[src/logic/rvPkg.sv]
package rvPkg;

    localparam int xlen       = 32;
    localparam int regAddrW   = 5;
    localparam int nRegs      = 32;
    localparam int shamtW     = 5;   // shift amount taken from low bits of b
    localparam int instrBytes = 4;   // sequential pc step

    // major opcodes, instr[6:0]
    typedef enum logic [6:0] {
        opLoad   = 7'b0000011,
        opImm    = 7'b0010011,
        opStore  = 7'b0100011,
        opReg    = 7'b0110011,
        opBranch = 7'b1100011
    } opcodeE;

    // decode class for the ALU decoder, same coding as the old ALUOp
    typedef enum logic [1:0] {
        clsMem    = 2'b00,
        clsImm    = 2'b01,
        clsReg    = 2'b10,
        clsBranch = 2'b11
    } aluClassE;

    typedef enum logic [3:0] {
        aluAdd = 4'd0,
        aluSub = 4'd1,
        aluAnd = 4'd2,
        aluOr  = 4'd3,
        aluXor = 4'd4,
        aluSlt = 4'd5,
        aluShl = 4'd6,
        aluShr = 4'd7,
        aluSge = 4'd8,
        aluEq  = 4'd9,
        aluNe  = 4'd10
    } aluOpE;

    typedef enum logic [1:0] {
        immI = 2'd0,
        immS = 2'd1,
        immB = 2'd2
    } immKindE;

    typedef struct packed {
        logic    regWrite;
        logic    memWrite;
        logic    memToReg;
        logic    aluSrcImm;   // b operand from immediate
        logic    branch;
        immKindE immKind;
        aluOpE   aluOp;
    } ctrlS;

    typedef struct packed {
        logic [xlen-1:0] addr;
        logic [xlen-1:0] wdata;
        logic            write;
    } dmemReqS;

endpackage

[src/logic/aluDecoder.sv]
`timescale 1ns/1ps

module aluDecoder (
    input  rvPkg::aluClassE aluClass,
    input  logic [2:0]      funct3,
    input  logic            funct7b5,
    output rvPkg::aluOpE    aluOp
);
    import rvPkg::*;

    always_comb begin
        aluOp = aluAdd;   // loads, stores and anything unlisted
        case (aluClass)
            clsMem: begin
                aluOp = aluAdd;   // address = rs1 + imm
            end
            clsImm: begin
                case (funct3)
                    3'b000:  aluOp = aluAdd;
                    3'b001:  aluOp = aluShl;
                    3'b010:  aluOp = aluSlt;
                    3'b011:  aluOp = aluSlt;   // sltiu treated as signed
                    3'b100:  aluOp = aluXor;
                    3'b101:  aluOp = aluShr;
                    3'b110:  aluOp = aluOr;
                    3'b111:  aluOp = aluAnd;
                    default: aluOp = aluAdd;
                endcase
            end
            clsReg: begin
                case (funct3)
                    3'b000:  aluOp = funct7b5 ? aluSub : aluAdd;
                    3'b001:  aluOp = aluShl;
                    3'b010:  aluOp = aluSlt;
                    3'b100:  aluOp = aluXor;
                    3'b101:  aluOp = aluShr;
                    3'b110:  aluOp = aluOr;
                    3'b111:  aluOp = aluAnd;
                    default: aluOp = aluAdd;   // sltu not supported
                endcase
            end
            clsBranch: begin
                case (funct3)
                    3'b000:  aluOp = aluEq;    // beq
                    3'b001:  aluOp = aluNe;    // bne
                    3'b100:  aluOp = aluSlt;   // blt
                    3'b101:  aluOp = aluSge;   // bge
                    default: aluOp = aluAdd;   // unsigned branches never taken
                endcase
            end
            default: aluOp = aluAdd;
        endcase
    end

endmodule

[src/logic/controlUnit.sv]
`timescale 1ns/1ps

module controlUnit (
    input  logic [rvPkg::xlen-1:0] instr,
    input  logic                   rstN,
    output rvPkg::ctrlS            ctrl
);
    import rvPkg::*;

    opcodeE   opcode;
    aluClassE aluClass;
    aluOpE    decOp;
    logic     known;   // opcode is in the supported set

    assign opcode = opcodeE'(instr[6:0]);

    aluDecoder aluDec (
        .aluClass (aluClass),
        .funct3   (instr[14:12]),
        .funct7b5 (instr[30]),
        .aluOp    (decOp)
    );

    always_comb begin
        ctrl     = '0;
        aluClass = clsMem;
        known    = 1'b1;
        ctrl.immKind = immI;
        case (opcode)
            opReg: begin
                ctrl.regWrite = 1'b1;
                aluClass      = clsReg;
            end
            opImm: begin
                ctrl.regWrite  = 1'b1;
                ctrl.aluSrcImm = 1'b1;
                aluClass       = clsImm;
            end
            opLoad: begin
                ctrl.regWrite  = 1'b1;
                ctrl.memToReg  = 1'b1;
                ctrl.aluSrcImm = 1'b1;
                aluClass       = clsMem;
            end
            opStore: begin
                ctrl.memWrite  = 1'b1;
                ctrl.aluSrcImm = 1'b1;
                ctrl.immKind   = immS;
                aluClass       = clsMem;
            end
            opBranch: begin
                ctrl.branch  = 1'b1;   // compare rs1 with rs2
                ctrl.immKind = immB;
                aluClass     = clsBranch;
            end
            default: begin
                known = 1'b0;
            end
        endcase
        ctrl.aluOp = decOp;

        // no side effects while in reset or on an unknown opcode
        if (!rstN || !known) begin
            ctrl.regWrite = 1'b0;
            ctrl.memWrite = 1'b0;
            ctrl.branch   = 1'b0;
        end
    end

endmodule

[src/logic/alu.sv]
`timescale 1ns/1ps

module alu (
    input  logic [rvPkg::xlen-1:0] a,
    input  logic [rvPkg::xlen-1:0] b,
    input  rvPkg::aluOpE           op,
    output logic [rvPkg::xlen-1:0] result,
    output logic                   cond
);
    import rvPkg::*;

    logic [shamtW-1:0] shamt;
    logic              lessThan;

    assign shamt    = b[shamtW-1:0];
    assign lessThan = $signed(a) < $signed(b);

    always_comb begin
        result = '0;
        case (op)
            aluAdd: result = a + b;
            aluSub: result = a - b;
            aluAnd: result = a & b;
            aluOr:  result = a | b;
            aluXor: result = a ^ b;
            aluShl: result = a << shamt;
            aluShr: result = a >> shamt;   // logical only
            aluSlt: result = {{(xlen-1){1'b0}}, lessThan};
            aluSge: result = {{(xlen-1){1'b0}}, ~lessThan};
            aluEq:  result = {{(xlen-1){1'b0}}, a == b};
            aluNe:  result = {{(xlen-1){1'b0}}, a != b};
            default: result = a + b;
        endcase
    end

    // branch condition, only meaningful for compares
    always_comb begin
        case (op)
            aluSlt, aluSge, aluEq, aluNe: cond = result[0];
            default:                      cond = 1'b0;
        endcase
    end

endmodule

[src/logic/regFile.sv]
`timescale 1ns/1ps

module regFile (
    input  logic                       clk,
    input  logic [rvPkg::regAddrW-1:0] rs1,
    input  logic [rvPkg::regAddrW-1:0] rs2,
    input  logic [rvPkg::regAddrW-1:0] rd,
    input  logic [rvPkg::xlen-1:0]     wdata,
    input  logic                       wen,
    output logic [rvPkg::xlen-1:0]     rs1Data,
    output logic [rvPkg::xlen-1:0]     rs2Data
);
    import rvPkg::*;

    logic [xlen-1:0] regs [nRegs];

    always_ff @(posedge clk) begin
        if (wen && rd != '0) begin   // x0 stays zero
            regs[rd] <= wdata;
        end
    end

    // asynchronous reads
    assign rs1Data = (rs1 == '0) ? '0 : regs[rs1];
    assign rs2Data = (rs2 == '0) ? '0 : regs[rs2];

endmodule

[src/logic/immGen.sv]
`timescale 1ns/1ps

module immGen (
    input  logic [rvPkg::xlen-1:0] instr,
    input  rvPkg::immKindE         kind,
    output logic [rvPkg::xlen-1:0] imm
);
    import rvPkg::*;

    logic sign;

    assign sign = instr[31];

    always_comb begin
        case (kind)
            immS: begin
                imm = {{20{sign}}, instr[31:25], instr[11:7]};
            end
            immB: begin
                // offset in halfwords, bit 0 always zero
                imm = {{19{sign}}, instr[31], instr[7], instr[30:25], instr[11:8], 1'b0};
            end
            default: begin
                imm = {{20{sign}}, instr[31:20]};   // immI
            end
        endcase
    end

endmodule

[src/logic/pcUnit.sv]
`timescale 1ns/1ps

module pcUnit (
    input  logic                   clk,
    input  logic                   rstN,
    input  logic                   branch,
    input  logic                   cond,
    input  logic [rvPkg::xlen-1:0] imm,
    output logic [rvPkg::xlen-1:0] pc
);
    import rvPkg::*;

    logic [xlen-1:0] nextPc;

    assign nextPc = (branch && cond) ? pc + imm : pc + xlen'(instrBytes);

    always_ff @(posedge clk) begin
        if (!rstN) begin
            pc <= '0;   // first fetch from address 0
        end else begin
            pc <= nextPc;
        end
    end

endmodule

[src/logic/rvCore.sv]
`timescale 1ns/1ps

module rvCore (
    input  logic                   clk,
    input  logic                   rstN,
    output logic [rvPkg::xlen-1:0] imemAddr,
    input  logic [rvPkg::xlen-1:0] imemData,
    output rvPkg::dmemReqS         dmemReq,
    input  logic [rvPkg::xlen-1:0] dmemRdata
);
    import rvPkg::*;

    ctrlS            ctrl;
    logic [xlen-1:0] pc;
    logic [xlen-1:0] rs1Data;
    logic [xlen-1:0] rs2Data;
    logic [xlen-1:0] imm;
    logic [xlen-1:0] aluB;
    logic [xlen-1:0] result;
    logic [xlen-1:0] wbData;
    logic            cond;

    controlUnit ctrlUnit (
        .instr (imemData),
        .rstN  (rstN),
        .ctrl  (ctrl)
    );

    regFile regs (
        .clk     (clk),
        .rs1     (imemData[19:15]),
        .rs2     (imemData[24:20]),
        .rd      (imemData[11:7]),
        .wdata   (wbData),
        .wen     (ctrl.regWrite),
        .rs1Data (rs1Data),
        .rs2Data (rs2Data)
    );

    immGen immUnit (
        .instr (imemData),
        .kind  (ctrl.immKind),
        .imm   (imm)
    );

    assign aluB = ctrl.aluSrcImm ? imm : rs2Data;

    alu aluUnit (
        .a      (rs1Data),
        .b      (aluB),
        .op     (ctrl.aluOp),
        .result (result),
        .cond   (cond)
    );

    pcUnit pcReg (
        .clk    (clk),
        .rstN   (rstN),
        .branch (ctrl.branch),
        .cond   (cond),
        .imm    (imm),
        .pc     (pc)
    );

    assign wbData   = ctrl.memToReg ? dmemRdata : result;
    assign imemAddr = pc;

    // store data always comes from rs2, address from the ALU
    assign dmemReq.addr  = result;
    assign dmemReq.wdata = rs2Data;
    assign dmemReq.write = ctrl.memWrite;

endmodule

[config.mk]
export PLATFORM = sky130hd
export DESIGN_NAME = rvCore
export DESIGN_NICKNAME = d
export VERILOG_FILES = /design/src/logic/rvPkg.sv /design/src/logic/aluDecoder.sv /design/src/logic/controlUnit.sv /design/src/logic/alu.sv /design/src/logic/regFile.sv /design/src/logic/immGen.sv /design/src/logic/pcUnit.sv /design/src/logic/rvCore.sv
export SDC_FILE = /design/constraint.sdc
export NUM_CORES = 2
export LEC_CHECK = 0
export BUFFER_PORTS_ARGS = -buffer_cell sky130_fd_sc_hd__buf_2
export CAP_MARGIN = 5
export CORE_MARGIN = 4
export CORE_UTILIZATION = 45
export DETAILED_ROUTE_END_ITERATION = 8
export GPL_TIMING_DRIVEN = 0
export PLACE_DENSITY = 0.6
export SKIP_LAST_GASP = 1
export SYNTH_ARGS = -nofsm -noshare
export SYNTH_HDL_FRONTEND = slang
export SYNTH_HIERARCHICAL = 1
export SYNTH_SLANG_ARGS = --single-unit
[constraint.sdc]
create_clock -name clk -period 8.6 [get_ports clk]
set_input_delay 0.86 -clock clk [delete_from_list [all_inputs] [get_ports clk]]
set_output_delay 0.86 -clock clk [all_outputs]
set_load 0.02 [all_outputs]
==> impl_metrics.py <==
metrics = {
    "status": {
        "status": "finished with violations",
        "violations": "capacitance limit, slew limit, setup timing",
    },
    "yosys": {
        "syn-cell-area_um2": 61300,
        "synth_edf_count": 1024,
        "synth_area_leaders": "edfxtp_1 (50%), mux4_2 (11%), mux2i_1 (6.4%)",
        "yosysMostFrequentCell": "edfxtp_1",
        "ys_warn_count": 6,
        "synth-async-reset-ratio_pct": 0,
        "synth.distinct_cells": 104,
        "synthTopCellsByCount": "edfxtp_1 (1,024), mux2i_1 (392), mux4_2 (307), nand2_1 (242), a21oi_1 (202)",
        "synth.largest_area_cell": "edfxtp_1",
        "synth-main-ff-cell": "edfxtp_1",
        "ys_seq_elements": 1056,
        "yosysTopAreaCellShare_pct": 50.2,
        "synthCells": 4433,
        "synth_area_per_cell_um2": 13.8,
        "synth_seq_area_share_pct": 51.2,
    },
    "clocking": {
        "cts_buffers": 108,
        "cts_tree": "yes",
        "path_clk_slew_ns": 0.06,
        "clock_sinks": 1056,
        "worst_skew_pair.late_latency_ns": 0.76,
        "htreeDepth": 3,
        "root_buffer": "clkbuf_16",
        "clock_path_buffers": 3,
    },
    "worst_setup_path": {
        "cp_num_buf_inv": 8,
        "slowest_stage": "a211oi_2",
        "arrival_ns": 7.82,
        "end_kind": "output port",
        "critical_path.max_stage_delay_ns": 0.67,
        "cp_cell_sequence": "buf_2 > buf_4 > buf_2 > nand3b_1 > clkbuf_2 > o221ai_1 > a21oi_1 > a211oi_2 > mux2_2 > buf_2 > buf_2 > buf_2 > mux2i_1 > nor2_1 > a21oi_2 > a21oi_1 > nand2_1 > o21ai_0 > a2111oi_0 > a21oi_1 > buf_2",
        "crit_type": "in2out",
        "cp_top_family": "compound AO/OA/AOI/OAI gates",
        "crit_fanout": 10,
        "cp-start-kind": "input pin",
        "cp.required_ns": 7.74,
        "crit_top_cell": "buf_2",
    },
    "sta": {
        "fmax_ghz": 0.115,
        "hold_viol_final": 0,
        "final_max_slew_viol_count": 2,
        "setup_viol": 5,
        "finClkSkew_ns": 0.0707,
        "post-route-period-util_pct": 101,
        "fin_crit_ns": 8.68,
        "setup_tns_ns": -0.199,
        "rsz0062_at_grt": "true",
        "fin_ws_ns": -0.0849,
        "relSlewSlack_pct": -0.249,
        "worst_pin_slew_ns": 1.50,
    },
    "finish": {
        "drive_gt1_share_pct": 23.8,
        "design_area_um2": 69300,
        "diodes": 0,
        "layout.nets": 4982,
        "areaGrowthSynthToFinish_pct": 13.2,
        "nFillCells": 11400,
        "fin_cells": 6644,
    },
    "route": {
        "drtPass1Iterations": 6,
        "num_vias": 46400,
        "wl_per_cell_um": 38.9,
        "drt_wl_total_um": 258000,
        "viasPerCell": 6.99,
        "drc": 0,
        "ant_nets": 0,
        "drtIter0Drc": 6921,
    },
    "floorplanning": {
        "die_x_um": 377,
        "die_area_um2": 142000,
        "core-area_um2": 135000,
        "initial_utilization_pct": 45.3,
        "rows": 135,
        "die_y_um": 377,
        "io_pins": 163,
    },
    "place": {
        "placed_area_um2": 65500,
        "dp_hpwl_um": 188000,
        "io_buffers": 150,
        "gp_congestion": 1.03,
        "post-place-ws_ns": -1.91,
        "place_inst": 6445,
    },
    "grt": {
        "antenna_found_initial": 3,
        "overflow": 0,
        "grt_pass1_wl_um": 352000,
        "grt_pass1_vias": 44300,
        "grt_usage_pct": 35.5,
        "grt_max_degree": 33,
    },
    "pwr": {
        "powerDensity_nw_per_um2": 214,
        "power_mw": 14.9,
        "ir_drop_mv": 0.166,
        "leakage_nw": 24.6,
    },
    "flow_run": {
        "drv_cap": 2,
    },
    "min_path": {
        "min_path_type": "reg2reg",
    },
}
==> sequential cells by signal, summed over array words and instances (netlist names) <==
register / count
pcReg/pc: 32
regs/regs: 1024
==> logic make-up (layout without fill, tap and decap cells) <==
kind of cell / count (synthesis) / count (layout) / synth area share (%)
AOI/OAI and AO/OA: 1037 / 1037 / 12.0
xor gates and xnor gates: 49 / 49 / 0.701
adders and majority gates: 138 / 138 / 2.86
buffers and inverters: 481 / 880 / 3.98
DFF: 1056 / 1056 / 51.2
muxes: 912 / 912 / 23.3
other: 1 / 32 / 0.00612
and+or+nand+nor: 759 / 759 / 5.91
==> report_power, final <==
part	internal, mW	switching [mW]
clock network	2.62	2.07
logic	1.05	2.78
registers	6.32	0.0265
==> path summary, 6_finish.rpt <==
path,cells past startpoint,from,to,slack [ns]
setup / recovery,21,imemData[22],dmemReq[34],-0.08
hold / removal,2,pcReg/pc[31],pcReg/pc[31],0.49
setup reg to reg,22,regs/regs[8][2],pcReg/pc[26],1.42
hold reg to reg,2,pcReg/pc[31],pcReg/pc[31],0.49
==> layout by cell type (no fill, tap or decap), drive strengths merged, types with 159 or more instances in the layout <==
cell type and instances:
mux4 361, nor2 191, buf 397, edfxtp 1024, o21ai 195, clkbuf 307
mux2 159, mux2i 392, nand2 243, a21oi 202
==> area by class of cell <==
cell class	instances	area, um^2	share of cell area (%)
clock buffer	135	2800	4.04
buffer	361	2060	2.97
tap	1781	2230	3.21
inverter	114	432	0.623
timing repair buffer	210	1620	2.34
sequential	1056	31400	45.3
multi-input combinational	2927	28100	40.6
clock inverter	60	644	0.930
==> stage by stage <==
step                      util, %  hold WS, ns
after floorplan                 -        0.544
after global placement       47.6        0.467
after detailed placement     48.4        0.477
after CTS                    51.2        0.483
after global routing         51.2        0.528
final                        51.2        0.494
==> repair_timing <==
item | 4_1_cts | 5_1_grt
setup buffers | 6 | 2
pin swaps | 4 | 4
resized for setup | 66 | 14
endpoints found under the setup margin | 544 | 13
hold buffers | 0 | 0
==> tightest hold or removal path, delay by kind of cell (launching register included) <==
family	cells	cell delay [ns]
AND/OR/NAND/NOR	1	0.06
flip-flops	1	0.33
multiplexers	1	0.06
==> routing by layer <==
| metal | routed length [um] | vias to the layer above | GRT usage, % |
|---|---|---|---|
| met5 | 18 | - | 0 |
| met4 | 18200 | 2 | 21.4 |
| met2 | 115000 | 3415 | 54.4 |
| met3 | 32000 | 692 | 9.72 |
| li1 | - | 18700 | - |
| met1 | 92600 | 23700 | 45.2 |
(Power assumes the default switching activity.)
